`src/source/aes_dec_fifo.sv`:
```
`timescale 1ns/1ps
`default_nettype none

module aes_dec_fifo #(
    parameter type item_t = logic [7:0],
    parameter int  depth  = 2
) (
    input  wire logic  clk,
    input  wire logic  rst_n,
    input  wire logic  push,
    input  wire item_t push_data,
    input  wire logic  pop,
    output item_t      pop_data,
    output logic       empty,
    output logic       full
);

    typedef logic [$clog2(depth)-1:0]   ptr_t;
    typedef logic [$clog2(depth+1)-1:0] cnt_t;

    item_t mem [depth];
    ptr_t  wr_ptr;
    ptr_t  rd_ptr;
    cnt_t  count;

    always_ff @(posedge clk)
    begin
        if (push)
        begin
            mem[wr_ptr] <= push_data;
        end
    end

    always_ff @(posedge clk or negedge rst_n)
    begin
        if (!rst_n)
        begin
            wr_ptr <= '0;
            rd_ptr <= '0;
            count  <= '0;
        end
        else
        begin
            if (push)
            begin
                wr_ptr <= (wr_ptr == ptr_t'(depth - 1)) ? '0 : wr_ptr + ptr_t'(1);
            end
            if (pop)
            begin
                rd_ptr <= (rd_ptr == ptr_t'(depth - 1)) ? '0 : rd_ptr + ptr_t'(1);
            end
            case ({push, pop})
                2'b10:   count <= count + cnt_t'(1);
                2'b01:   count <= count - cnt_t'(1);
                default: count <= count;    // both or neither
            endcase
        end
    end

    assign pop_data = mem[rd_ptr];    // head straight from storage
    assign empty    = (count == '0);
    assign full     = (count == cnt_t'(depth));

endmodule

`default_nettype wire

```
`config.mk`:
```
export PLATFORM = sky130hd
export DESIGN_NAME = aes_dec_fifo
export DESIGN_NICKNAME = d
export VERILOG_FILES = /design/src/source/aes_dec_fifo.sv
export SDC_FILE = /design/constraint.sdc
export NUM_CORES = 1
export LEC_CHECK = 0
export ABC_CLOCK_PERIOD_IN_PS = 1530
export BUFFER_PORTS_ARGS = -buffer_cell sky130_fd_sc_hd__buf_4
export CAP_MARGIN = 5
export CELL_PAD_IN_SITES_DETAIL_PLACEMENT = 1
export CELL_PAD_IN_SITES_GLOBAL_PLACEMENT = 2
export CORE_MARGIN = 3
export CORE_UTILIZATION = 23
export CTS_CLUSTER_DIAMETER = 30
export DETAILED_ROUTE_END_ITERATION = 16
export GPL_ROUTABILITY_DRIVEN = 1
export GPL_TIMING_DRIVEN = 0
export PLACE_DENSITY_LB_ADDON = 0.3
export SYNTH_ARGS = -nofsm -noshare
export SYNTH_HDL_FRONTEND = slang
export SYNTH_SLANG_ARGS = --single-unit
```
`constraint.sdc`:
```
create_clock -name clk -period 1.53 [get_ports clk]
set_input_delay 0.0765 -clock clk [delete_from_list [all_inputs] [get_ports clk]]
set_output_delay 0.0765 -clock clk [all_outputs]
set_load 0.01 [all_outputs]
```
After elaboration in Yosys (flattened, before gate mapping). Memories as Yosys holds them, arrays and structs flattened. Index checks and enable logic that the tools add are counted.

Flip-flop bits (word level): 4. RAM bits: 16. Bits of input ports: 12. Output and inout bits: 10. Word-level logic and storage cells: 18. Memories kept: 1.

Memories: mem (words 2, width 8, read ports 1, clocked after memory_dff 0, write ports 1, line 21) `item_t mem [depth];`.

$add $sub $neg: 4. Equal/unequal tests: 3. Muxes and demuxes: 5. Reductions and logical operators: 2.

Operators with widths (count): $eq 2x2->1 const B (2); $mux 1 (4); $pmux 2 s2 (1); $add 1x1->1 const B (2); $add 2x1->2 const B (1); $eq 2x1->1 const B (1); $logic_not 2->1 (1); $reduce_bool 2->1 (1); $sub 2x1->2 const B (1).

Longest topological paths before layout. Gate-level depths: netlist of run 1.

Depth after elaboration: 2. Depth in mapped cells: 5. Depth with buffers taken out: 5.

Least setup slack after synthesis of run 1. OpenSTA, ideal clock, no wires.

Kind: flip-flop to flip-flop. Start point: reg wr_ptr. End point: mem mem[0][0] (netlist name) (enable). Setup time: 0.370 ns. Arrival time: 0.768 ns. Required time: 1.160 ns. Slack: 0.392 ns. Stages on the path, launching flop included: 2. Buffers on the path: 0. Period minus slack after synthesis: 1.138 ns. Cells stage by stage: dfrtp_1 > nor2_1.

RTL lines: start, declared (line 22) `ptr_t wr_ptr;`; start signal, assigned (line 46) `wr_ptr <= (wr_ptr == ptr_t'(depth - 1)) ? '0 : wr_ptr + ptr_t'(1);`; end, declared (line 21).

No word-level cell before the write port.

==> run metrics, run 1 <==
status=complete, no violations; total grt overflow=0; Register Area=581 sq um; share of layout cells above drive strength 1=45.5%; DR vias=461; fin crit period=~1.4 ns; gpl congestion=roughly 0.61; antenna violations before repair=0; highest-count cells in the layout ignoring fill and taps=buf_4 (21), edfxtp_1 (16), dlygate4sd3_1 (11); Synth warnings=0; Crit Path Class=reg -> out; max_slew headroom=50.7%; CTS tree=built; max cap viols=0; first-pass GRT wire length=~2100 um; Initial Util=24.6%; TritonCTS Buffers=3; critical path depth=3; CP Launch Type=flop; worst skew pair latency=0.29 ns; Worst Path Arrival=around 1.3 ns; IO buf count=21; Placeable Area=0.00310 sq mm; cells on worst reg2reg path=1; Critical Path End=pop_data[0]; most common cell after layout, fill and taps aside=buf_4; max-slew violation count=0; Iter 0 DRT Violations=4; cells along the critical path=clkbuf_4, mux2_2, buf_4; post-synth top area share=63.1%; die area=0.00404 sq mm; clk slew on worst S/H paths=0.11 ns; crit-path max FO=9; Yosys reg bits=20; Fill cells=354; crit path launch=rd_ptr; syn_nets=54; CP Data Required Time=1.45 ns; CTS Sinks=20; CTS HTree Levels=1; FF-to-FF setup slack=0.17 ns; CTS max path bufs=2; Fin. Hold Viols=0; Routed WL=1320 um; ranking of synthesized cells by area=edfxtp_1 (63%), dfrtp_1 (13%), mux2_2 (12%); Area Overhead vs Synth=47.5%; Crit. End Element=output port; RSZ-0062 raised after global routing=no; Synth cell types=11; die height=63.6 um; Via density=3.81; Setup TNS=0 ns; nets@finish=between 90 and 100; Final period util=between 90% and 100%; io pins=22; Setup Fix Bufs, Post-CTS=0; 1st-pass router iterations=2; fmax=0.715 GHz; largest net degree at the start of global routing=12; Buf/Inv on CP=2; cell taking the most area after synthesis=edfxtp_1; Leak Pwr=0.445 nW; Residual DRC=0; R2R Path Start=wr_ptr; Total Power=1.71 mW; kind of cell adding the most delay to the critical path=multiplexers; n_diodes=0; Die W=63.6 um; Crit-path slowest cell=mux2_2; vias in the first global route=488; Clock Skew=0.00157 ns; Avg WL per Cell=10.9 um; Slowest Stage Delay on Critical Path=0.35 ns; Multi-input gate area=173 sq um; class of the worst hold path=in -> async; Clock Tree Root=clkbuf_4; Reg-to-Reg End=mem[0][2]; final setup fails=0; Mapped Area=762 sq um; GRT Total Usage=7.16%; Placed Area=975 sq um; final core utilization=a little over a third; dpl cells=106; Slew @ Worst Pin=0.736 ns; antenna-violating nets left=0; Post-Layout Cell Count=approximately 120; Seq/Total Area, Yosys=76.2%; final instance area=roughly 0.0011 sq mm; Post-Syn Instances=41; Worst VDD drop=442 uV; FP Rows=20; Avg Cell Area, Syn=18.6 sq um; DP HPWL=961 um; Power Dens Cells=roughly 1500 mW/mm^2
==> sequential cells by signal, indices dropped and copies added (netlist names) <==
name	count
mem	16
count	2
rd_ptr	1
wr_ptr	1
==> synth_stat cells, drive strengths merged <==
master	count
nor2	3
and2	1
ha	1
inv	1
buf	1
mux2	8
edfxtp	16
and2b	1
xnor2	2
dfrtp	4
xor2	3
==> layer usage <==
layer | up-vias | global-route usage [%] | routed length (um)
met1 | 226 | 7.37 | 546
li1 | 219 | - | -
met5 | - | 0 | 0
met3 | 2 | 1.96 | 70
met4 | 0 | 4.85 | 13
met2 | 14 | 12.5 | 689
==> what timing repair did <==
action / CTS / global route
endpoints found under the hold margin: 22 / 0
resized for setup: 0 / 1
hold buffers: 11 / 0
setup endpoints to repair: 0 / 1
==> cell families (layout without fill, tap and decap cells) <==
kind of cell	count (synthesis)	count (layout)	share of synthesized area, %
muxes	8	8	11.8
buffers and inverters	2	38	1.15
and+or+nand+nor	5	5	3.45
DFF	20	20	76.2
adders and majority gates	1	1	1.64
xor gates and xnor gates	5	5	5.75
==> report_power, final <==
part / total [mW] / switching, mW / internal [mW]
Combinational: 0.610 / 0.267 / 0.344
Sequential: 0.799 / 0.0591 / 0.740
Clock: 0.297 / 0.152 / 0.145
==> how the worst min path moves through the flow <==
stage	start	end	slack, ns	cells after the start
2_1_floorplan	rst_n	count[0]	-0.22	0
3_3_place_gp	rst_n	count[0]	-0.12	1
5_1_grt	rst_n	count[0]	0.09	2
4_1_cts	rst_n	wr_ptr	0.08	2
3_5_place_dp	rst_n	count[0]	-0.12	1
6_report	rst_n	count[0]	0.10	2
==> layout make-up <==
class | count | area share (%)
repair buffers | 32 | 23.8
flip-flops and latches | 20 | 51.7
clock buffers | 4 | 3.23
multi-input cells | 19 | 15.4
well taps | 44 | 4.90
inverters | 1 | 0.334
plain buffers | 1 | 0.668
==> through the flow <==
stage / setup slack (ns) / hold WS, ns
detailed placement: 0.104 / -0.120
finish: 0.131 / 0.100
CTS: 0.0549 / 0.0817
global placement: 0.155 / -0.123
floorplan: 0.392 / -0.219
global route: 0.0383 / 0.0924
Note: power is estimated with default switching activity, not from simulation.
==> run 2: changes to the inputs <==
Settings changed: PLACE_DENSITY_LB_ADDON 0.3 to 0.1.
==> run metrics, run 2 (synthesis results as in run 1) <==
most common cell after layout, fill and taps aside=buf_4; Register Area=581 sq um; Crit Path Class=reg -> out; Multi-input gate area=173 sq um; Power Dens Cells=1490 mW/mm^2; fmax=about 0.7 GHz; max cap viols=0; clock power share=~15%; nets@finish=91; crit-path max FO=9; Leak Pwr=0.440 nW; Placeable Area=just over 0.003 sq mm; Worst Path Arrival=1.33 ns; Area Overhead vs Synth=46.1%; hold slack=slightly above 0.1 ns; DR vias=between 400 and 500; Routed WL=roughly 1400 um; R2R Path Start=wr_ptr; CTS HTree Levels=1; Internal Pwr Total=about 1.2 mW; Sw Share=between 20% and 30%; Worst VDD drop=about 540 uV; CP Data Required Time=1.45 ns; total grt overflow=0; Slew @ Worst Pin=0.699 ns; GRT Total Usage=7.28%; Post-Layout Cell Count=121; highest-count cells in the layout ignoring fill and taps=buf_4 (21), edfxtp_1 (16), dlygate4sd3_1 (11); FP Rows=20; CTS Sinks=20; Largest register FFs=16; share of layout cells above drive strength 1=44.2%; CP Launch Type=flop; 1st-pass router iterations=2; status=complete, no violations; CTS tree=built; top flop regs=mem (16), count (2); gpl congestion=0.673; CTS max path bufs=2; final instance area=0.00111 sq mm; Iter 0 DRT Violations=3; n_diodes=0; max_slew headroom=between 50% and 60%; Fin. Hold Viols=0; final core utilization=between 30% and 40%; IO buf count=21; antenna-violating nets left=0; final setup fails=0; Crit. End Element=output port; Avg WL per Cell=11.2 um; Residual DRC=0; Final period util=91.8%; RSZ-0062 raised after global routing=no; TritonCTS Buffers=3; clk slew on worst S/H paths=0.11 ns; Flop pwr share=48.1%; Via density=~3.7; Clock Tree Root=clkbuf_4; die height=approximately 64 um; class of the worst hold path=in -> async; die area=approximately 0.0040 sq mm; fin crit period=1.40 ns; io pins=22; vias in the first global route=455; worst skew pair latency=0.29 ns; Initial Util=around 25%; dpl cells=~110; Die W=63.6 um; Setup TNS=0 ns; Clock Skew=0.00636 ns; most flop-heavy register=mem; DP HPWL=958 um; combinational power share=37.1%; largest net degree at the start of global routing=12; Fill cells=331; Placed Area=a little under 0.001 sq mm; crit path launch=rd_ptr; max-slew violation count=0; first-pass GRT wire length=between 2000 and 2500 um; antenna violations before repair=0; P_sw=between 0.4 and 0.5 mW
run 2: metal layers:
layer,wire (um),track usage (%),vias up
met5,0,0,-
met2,680,11.6,12
met1,601,8.96,217
met4,10,3.23,0
li1,-,-,221
met3,60,2.32,2
run 2: metrics by stage:
stage | total power [mW] | setup slack, ns
floorplan | 1.14 | 0.392
global placement | 1.41 | 0.127
detailed placement | 1.41 | 0.159
CTS | 1.69 | 0.0414
global route | 1.77 | 0.0367
finish | 1.66 | 0.125
run 2: worst max-delay path, cell delays in order (launching register included):
cell	delay, ns
dfrtp_1	0.33
clkbuf_4	0.21
mux2_2	0.36
buf_4	0.14
run 2: path summary, 6_finish.rpt:
path	endpoint	slack [ns]	depth (start not counted)
hold / removal	wr_ptr	0.10	2
hold reg to reg	count[1]	0.50	1
setup / recovery	pop_data[3]	0.13	3
setup reg to reg	mem[0][3]	0.19	1
min in group clk	count[1]	0.50	1
max in group asynchronous	rd_ptr	1.32	2
run 2: layout make-up:
type                       count  share of cell area [%]
buffer                         1                   0.674
inverter                       1                   0.337
clock buffer                   3                    2.02
clock inverter                 1                   0.337
tap                           44                    4.94
multi-input combinational     19                    15.5
timing repair buffer          32                    24.0
sequential                    20                    52.1
run 2: what timing repair did:
action	4_1_cts	5_1_grt
gates resized for setup	0	1
hold buffers	11	0
setup endpoints to repair	0	3
buffers inserted	0	0
hold endpoints to repair	22	0
run 2: power by group through the flow:
stage                     combinational, mW  sequential [mW]  clock [mW]
after CTS                             0.629            0.800       0.260
after global routing                  0.678            0.812       0.283
after global placement                0.598            0.810           0
after detailed placement              0.603            0.811           0
final                                 0.615            0.798       0.244
after floorplan                       0.344            0.796           0
