### src/source/aes_dec_pkg.sv
`default_nettype none

package aes_dec_pkg;

    // ------------------------------
    // sizes and types
    // ------------------------------
    localparam int block_w    = 128;
    localparam int num_rounds = 10;
    localparam int in_depth   = 2;    // upstream credits after reset
    localparam int out_depth  = 2;    // our output credits after reset
    localparam int round_w    = 4;

    typedef logic [block_w-1:0]   block_t;
    typedef logic [block_w-1:0]   round_key_t;
    typedef logic [round_w-1:0]   round_idx_t;
    typedef logic [2*block_w-1:0] dec_req_t;    // ciphertext on top, key below

    // ------------------------------
    // GF(2^8) arithmetic
    // ------------------------------
    function automatic logic [7:0] gf_mul2(input logic [7:0] a);
        return {a[6:0], 1'b0} ^ (8'h1b & {8{a[7]}});
    endfunction

    function automatic logic [7:0] gf_mul(input logic [7:0] a, input logic [7:0] b);
        logic [7:0] acc;
        logic [7:0] x;
        acc = 8'h00;
        x   = a;
        for (int i = 0; i < 8; i++)
        begin
            if (b[i])
            begin
                acc = acc ^ x;
            end
            x = gf_mul2(x);
        end
        return acc;
    endfunction

    // a^254, zero stays zero
    function automatic logic [7:0] gf_inv(input logic [7:0] a);
        logic [7:0] p;
        p = a;
        for (int i = 0; i < 6; i++)
        begin
            p = gf_mul(gf_mul(p, p), a);    // a^3, a^7 ... a^127
        end
        return gf_mul(p, p);
    endfunction

    function automatic logic [7:0] sbox(input logic [7:0] a);
        logic [7:0] b;
        b = gf_inv(a);
        return b ^ {b[6:0], b[7]} ^ {b[5:0], b[7:6]} ^ {b[4:0], b[7:5]}
            ^ {b[3:0], b[7:4]} ^ 8'h63;
    endfunction

    function automatic logic [7:0] inv_sbox(input logic [7:0] a);
        logic [7:0] b;
        b = {a[6:0], a[7]} ^ {a[4:0], a[7:5]} ^ {a[1:0], a[7:2]} ^ 8'h05;
        return gf_inv(b);
    endfunction

    function automatic logic [7:0] rcon(input round_idx_t idx);
        logic [7:0] rc;
        case (idx)
            4'd1:    rc = 8'h01;
            4'd2:    rc = 8'h02;
            4'd3:    rc = 8'h04;
            4'd4:    rc = 8'h08;
            4'd5:    rc = 8'h10;
            4'd6:    rc = 8'h20;
            4'd7:    rc = 8'h40;
            4'd8:    rc = 8'h80;
            4'd9:    rc = 8'h1b;
            4'd10:   rc = 8'h36;
            default: rc = 8'h00;
        endcase
        return rc;
    endfunction

    // bytes column by column, row r rotates right by r
    function automatic block_t inv_shift_rows(input block_t s);
        block_t r;
        for (int c = 0; c < 4; c++)
        begin
            for (int row = 0; row < 4; row++)
            begin
                r[block_w-1 - 8*(4*c + row) -: 8] =
                    s[block_w-1 - 8*(4*((c - row + 4) % 4) + row) -: 8];
            end
        end
        return r;
    endfunction

    function automatic block_t inv_mix_columns(input block_t s);
        block_t     r;
        logic [7:0] b  [4];
        logic [7:0] m2 [4];
        logic [7:0] m4 [4];
        logic [7:0] m8 [4];
        for (int c = 0; c < 4; c++)
        begin
            for (int k = 0; k < 4; k++)
            begin
                b[k]  = s[block_w-1 - 8*(4*c + k) -: 8];
                m2[k] = gf_mul2(b[k]);
                m4[k] = gf_mul2(m2[k]);
                m8[k] = gf_mul2(m4[k]);
            end
            for (int k = 0; k < 4; k++)
            begin
                r[block_w-1 - 8*(4*c + k) -: 8] = (m8[k] ^ m4[k] ^ m2[k])    // x0e
                    ^ (m8[(k+1)%4] ^ m2[(k+1)%4] ^ b[(k+1)%4])             // x0b
                    ^ (m8[(k+2)%4] ^ m4[(k+2)%4] ^ b[(k+2)%4])             // x0d
                    ^ (m8[(k+3)%4] ^ b[(k+3)%4]);                          // x09
            end
        end
        return r;
    endfunction

endpackage

`default_nettype wire

### src/source/aes_dec_ctrl.sv
`timescale 1ns/1ps
`default_nettype none

module aes_dec_ctrl (
    input  wire logic                 clk,
    input  wire logic                 rst_n,
    input  wire logic                 req_empty,
    output logic                      req_pop,
    output logic                      in_credit,
    output logic                      key_start,
    input  wire logic                 key_done,
    output aes_dec_pkg::round_idx_t   round_sel,
    output logic                      state_load,
    output logic                      state_step,
    output logic                      final_round,
    input  wire logic                 res_full,
    output logic                      res_push,
    input  wire logic                 res_empty,
    output logic                      res_pop,
    input  wire logic                 out_credit
);

    typedef enum logic [1:0] {
        st_idle,
        st_expand,
        st_rounds,
        st_deliver
    } fsm_t;

    typedef logic [$clog2(aes_dec_pkg::out_depth+1)-1:0] cred_t;

    fsm_t                    fsm_q;
    aes_dec_pkg::round_idx_t round_q;
    cred_t                   out_cred;

    // ------------------------------
    // strobes
    // ------------------------------
    assign key_start   = (fsm_q == st_idle) && !req_empty;      // key taken from the head
    assign req_pop     = (fsm_q == st_expand) && key_done;      // head leaves with the load
    assign in_credit   = req_pop;
    assign state_load  = req_pop;
    assign state_step  = (fsm_q == st_rounds);
    assign final_round = state_step && (round_q == '0);
    assign round_sel   = round_q;
    assign res_push    = (fsm_q == st_deliver) && !res_full;
    assign res_pop     = !res_empty && (out_cred != '0);

    always_ff @(posedge clk or negedge rst_n)
    begin
        if (!rst_n)
        begin
            fsm_q   <= st_idle;
            round_q <= '0;
        end
        else
        begin
            case (fsm_q)
                st_idle:
                begin
                    if (key_start)
                    begin
                        fsm_q   <= st_expand;
                        round_q <= aes_dec_pkg::round_idx_t'(aes_dec_pkg::num_rounds);
                    end
                end
                st_expand:
                begin
                    if (state_load)
                    begin
                        fsm_q   <= st_rounds;
                        round_q <= round_q - aes_dec_pkg::round_idx_t'(1);
                    end
                end
                st_rounds:
                begin
                    if (round_q == '0)
                    begin
                        fsm_q <= st_deliver;
                    end
                    else
                    begin
                        round_q <= round_q - aes_dec_pkg::round_idx_t'(1);
                    end
                end
                default:
                begin
                    if (res_push)
                    begin
                        fsm_q <= st_idle;    // holds result while full
                    end
                end
            endcase
        end
    end

    // ------------------------------
    // output credits
    // ------------------------------
    always_ff @(posedge clk or negedge rst_n)
    begin
        if (!rst_n)
        begin
            out_cred <= cred_t'(aes_dec_pkg::out_depth);
        end
        else
        begin
            out_cred <= out_cred + cred_t'(out_credit) - cred_t'(res_pop);
        end
    end

endmodule

`default_nettype wire

### config.mk
export PLATFORM = sky130hd
export DESIGN_NAME = aes_dec_ctrl
export DESIGN_NICKNAME = d
export VERILOG_FILES = /design/src/source/aes_dec_pkg.sv /design/src/source/aes_dec_ctrl.sv
export SDC_FILE = /design/constraint.sdc
export NUM_CORES = 1
export LEC_CHECK = 0
export ABC_AREA = 1
export BUFFER_PORTS_ARGS = -buffer_cell sky130_fd_sc_hd__buf_2
export CAP_MARGIN = 20
export CORE_MARGIN = 1.5
export CORE_UTILIZATION = 40
export CTS_CLUSTER_DIAMETER = 40
export CTS_CLUSTER_SIZE = 16
export DETAILED_ROUTE_END_ITERATION = 10
export SKIP_CTS_REPAIR_TIMING = 1
export SLEW_MARGIN = 20
export SYNTH_ARGS = -nofsm -noshare
export SYNTH_HDL_FRONTEND = slang
export SYNTH_SLANG_ARGS = --single-unit
### constraint.sdc
create_clock -name clk -period 2.5 [get_ports clk]
set_input_delay 0.25 -clock clk [delete_from_list [all_inputs] [get_ports clk]]
set_output_delay 0.25 -clock clk [all_outputs]
set_load 0.01 [all_outputs]
# [Word level (Yosys, flattened, before mapping)]
# Index checks and enable logic that the tools add are counted.
[op_classes] n_addsub=3 n_mul=0 div=0 n_lt_le_gt_ge=0 eq_ne=7 n_shift=0 mux=9 bitwise_logic=0 reduce_logical=15
[ops] op="two-way mux 4 bit" n=3
[ops] op="one-hot mux 4 bit (3 select lines)" n=1
[ops] op="two-way mux 2 bit" n=4
[ops] op="AND reduction 4 bit" n=2
[ops] op="inequality test 2 bit (second input constant)" n=3
[ops] op="one-hot mux 2 bit (3 select lines)" n=1
[ops] op="logical AND 1 bit" n=5
[ops] op="equality test 2 bit (second input constant)" n=2
[ops] op="logical NOT 4 bit" n=1
[ops] op="nonzero test 4 bit" n=1
[ops] op="subtractor 4 x 1 -> 4 bit (second input constant)" n=1
[ops] op="logical NOT 1 bit" n=3
[ops] op="nonzero test 3 bit" n=1
[ops] op="adder 2 x 1 -> 2 bit" n=1
[ops] op="equality test 2 x 1 -> 1 bit (second input constant)" n=1
[ops] op="logical NOT 2 bit" n=1
[ops] op="inequality test 2 x 1 -> 1 bit (second input constant)" n=1
[ops] op="nonzero test 2 bit" n=1
[ops] op="subtractor 2 x 1 -> 2 bit" n=1
[totals] reg_bits=8 latch_bits=0 ramBits=0 rom_bits=0 input_bits=7 out_inout_bits=12 wordCells=37 memories=0

# [Longest topological paths before layout]
[logic_depth] word_depth=4 ltp_mapped=8 depth_no_buf=8

# [Worst setup path before layout]
# Ideal clock, no wire load.
[synth_timing] path_type="register -> register" from="register out_cred[1]" to="register out_cred[0]" setup_ns=0.126 t_arrival_ns=1.280 t_required_ns=2.374 slack_ns=1.094 stages_incl_launch_ff=6 n_path_buf=0 period_less_slack_ns=1.406 path_cell_list="dfstp_2 nor2_1 nor2_1 ha_1 inv_1 ha_1"
[synth_between] elab_chain_len=3
[synth_lines] element="start: declaration" line="aes_dec_ctrl.sv:34" text="cred_t out_cred;"
[synth_lines] element="start signal: assignment" line="aes_dec_ctrl.sv:104" text="out_cred <= cred_t'(aes_dec_pkg::out_depth);"
[synth_lines] element="start signal: assignment" line="aes_dec_ctrl.sv:108" text="out_cred <= out_cred + cred_t'(out_credit) - cred_t'(res_pop);"
[synth_lines] element="nonzero test 2 bit" line="aes_dec_ctrl.sv:47" text="assign res_pop = !res_empty && (out_cred != '0);"
[synth_lines] element="logical AND 1 bit" line="aes_dec_ctrl.sv:47"
[synth_lines] element="named net res_pop" line="aes_dec_ctrl.sv:19" text="output logic res_pop,"
[synth_lines] element="subtractor 2 x 1 -> 2 bit" line="aes_dec_ctrl.sv:108"
# The timed path passes the listed nets, and every way through them passes these cells.
# A chain may end at the register's enable or synchronous reset.

# [Final worst setup path]
[layout_timing] from="register round_q[0] (netlist: round_sel[0])" to="output port final_round"
[layout_between] elab_chain_len=2
[layout_lines] element="start: declaration" line="aes_dec_ctrl.sv:33" text="aes_dec_pkg::round_idx_t round_q;"
[layout_lines] element="start signal: assignment" line="aes_dec_ctrl.sv:64" text="round_q <= aes_dec_pkg::round_idx_t'(aes_dec_pkg::num_rounds);"
[layout_lines] element="start signal: assignment" line="aes_dec_ctrl.sv:72" text="round_q <= round_q - aes_dec_pkg::round_idx_t'(1);"
[layout_lines] element="start signal: assignment" line="aes_dec_ctrl.sv:83" text="round_q <= round_q - aes_dec_pkg::round_idx_t'(1);"
[layout_lines] element="logical NOT 4 bit" line="aes_dec_ctrl.sv:44" text="assign final_round = state_step && (round_q == '0);"
[layout_lines] element="logical AND 1 bit" line="aes_dec_ctrl.sv:44"
[layout_lines] element="end: declaration" line="aes_dec_ctrl.sv:15" text="output logic final_round,"
# Every way passes these cells.

==> results_dict.tcl <==
set metrics [dict create \
    outcome "finished clean" \
    h-tree-depth 1 \
    leakagePower_nw 0.479 \
    ir_worst_vdd_mv 0.547 \
    final.setup.tns_ps 0 \
    hpwl_um 1010 \
    netlist_instances 87 \
    antenna_found_initial 0 \
    crit_fanout 4 \
    hold_viol_final 0 \
    setup_viol 0 \
    path_cells "inv_1, ha_1, nand3_4, nor2_4, buf_2" \
    synthesis.nets 102 \
    clk_pin_slew_ps 60 \
    yosys-top-cells-count "24 x nand2_1, 15 x inv_1, 8 x ha_1" \
    drive_gt1_share_pct 32.4 \
    die_area_sq_um 1920 \
    ys_top_cells_by_area "dfrtp_1 26%, ha_1 15%, nand2_1 13%" \
    wl_um 1180 \
    critPathSlowestCell "dfrtp_1" \
    grt_pass1_wl_um 2060 \
    fin_crit_sh_pct 66.8 \
    synth.largest_area_cell "dfrtp_1" \
    clk_latency_ps 260 \
    initial_core_util_pct 43.3 \
    n_antenna_cell 0 \
    start_kind "register" \
    areaGrowthSynthToFinish_pct 19.7 \
    grt.overflow.total 0 \
    synth_most_common_cell "nand2_1" \
    vias 570 \
    cp_slowest_stage_delay_ps 410 \
    track_usage_pct 14.8 \
    first_global_vias 529 \
    dr.pass1.iters 5 \
    fmax_ghz 0.599 \
    min_path_type "in -> reg" \
    seq_area_frac_synth_pct 30.1 \
    pwr_density_cell_nw_per_um2 1340 \
    pin_count 19 \
    period_needed_ps 1670 \
    core_area_sq_um 1540 \
    fin_nets 124 \
    chipWidth_um 43.9 \
    dieHeight_um 43.9 \
    syn_avg_cell_area_sq_um 7.68 \
    cap_violations 0 \
    ys_types 18 \
    via_per_inst 4.60 \
    cts_tree "built" \
    dpl.cell_count 119 \
    drt-initial-drc-count 6 \
    grt_max_degree 9 \
    worstPathRequired_ps 2250 \
    cts_max_path_buffers 2 \
    port_buffers 18 \
    cts_root_buf "clkbuf_4" \
    synth_warnings 0 \
    synth_area_sq_um 668 \
    antenna_left 0 \
    max-slew-margin-rel_pct 86.1 \
    post-synth-top-area-fraction_pct 26.2 \
    cts_buffers 3 \
    skew_ps 12.5 \
    worst_pin_slew_ps 208 \
    yosys_register_bits 8 \
    synth_edf_count 0 \
    rsz0062_at_grt "false" \
    critical_path_class "reg -> out" \
    cp.arrival_ps 1420 \
    final_cells 124 \
    final_max_slew_viol_count 0 \
    cts_sinks 8 \
    gp_congestion 0.770 \
    wl_per_cell_um 9.51 \
    rows 14 \
    endpoint_kind "output pin" \
    drc_errors 0 \
    synth_ff_type "dfrtp_1" \
    synth_async_sr_flop_share_pct 100 \
]
==> metrics by stage <==
stage	worst slack, ps	hold slack, ps	power, mW	utilization, %	cell area (sq um)
CTS	808	-182	1.09	51.2	790
global route	721	230	1.20	51.9	800
finish	831	230	1.07	51.9	800
floorplan	1090	-45.6	0.810	-	668
detailed placement	1110	103	0.973	49.5	763
global placement	1110	101	0.960	49.5	763
==> routing by layer <==
layer / up-vias / share of wire, % / GRT usage [%]
li1: 306 / - / -
met1: 255 / 47 / 17.7
met2: 9 / 48 / 24.4
met3: 0 / 4.8 / 6.25
met4: 0 / 0 / 3.64
met5: - / 0 / 0
==> cell type report <==
type                       instances  area [sq um]
timing repair buffer              19           100
inverter                          19          71.3
tap                               16          20.0
sequential                         8           201
multi-input combinational         58           380
fill                             158           742
clock buffer                       4          26.3
==> sequential cells by signal, summed over array words and instances (netlist names) <==
signal	cells
out_cred	2
fsm_q	2
round_sel	4
==> worst max-delay path, delay by kind of cell, from the launching register on <==
| kind | cells | cell delay, ps |
|---|---|---|
| adder cells (fa/ha/maj) | 1 | 270 |
| flip-flops | 1 | 410 |
| buffers and inverters | 2 | 250 |
| AND/OR/NAND/NOR | 2 | 220 |
==> cells in the final DEF, fill, tap and decap left out <==
cell type and instances:
nand2_1 24, buf_2 18, inv_1 15, ha_1 8, nor2_1 7, dfrtp_1 7
inv_2 3, nor2_4 3, nand3_1 3, nand4_1 3, clkbuf_4 3, xnor2_1 2
nand3_4 2, nand2_2 2, nand3_2 2, nor2_2 1, clkinv_1 1, a21oi_1 1
clkbuf_1 1, dlygate4sd3_1 1, dfstp_2 1
==> cells by family after synthesis <==
| family | count (synthesis) | share of synthesized area, % |
|---|---|---|
| AND/OR/NAND/NOR | 47 | 38.6 |
| XOR/XNOR | 2 | 2.62 |
| buffers and inverters | 21 | 12.9 |
| adder cells (fa/ha/maj) | 8 | 15.0 |
| flip-flops | 8 | 30.2 |
| AO/OA/AOI/OAI | 1 | 0.748 |
==> power by group <==
group / leakage [nW] / switching [mW] / internal [mW]
Sequential: 0.0954 / 0.0592 / 0.204
Clock: 0.0150 / 0.0458 / 0.0612
Combinational: 0.368 / 0.417 / 0.282
==> worst paths after layout <==
kind                            depth (start not counted)           end  slack (ps)          from
worst min register to register                          2  round_sel[3]         530  round_sel[3]
min in group asynchronous                               2  round_sel[0]         360         rst_n
worst min-delay path                                    2   out_cred[0]         230    out_credit
worst max register to register                          6      fsm_q[0]        1140      fsm_q[0]
max in group asynchronous                               2   out_cred[1]        1880         rst_n
worst max-delay path                                    5   final_round         830  round_sel[0]
Power figures use the tool's default switching activity.
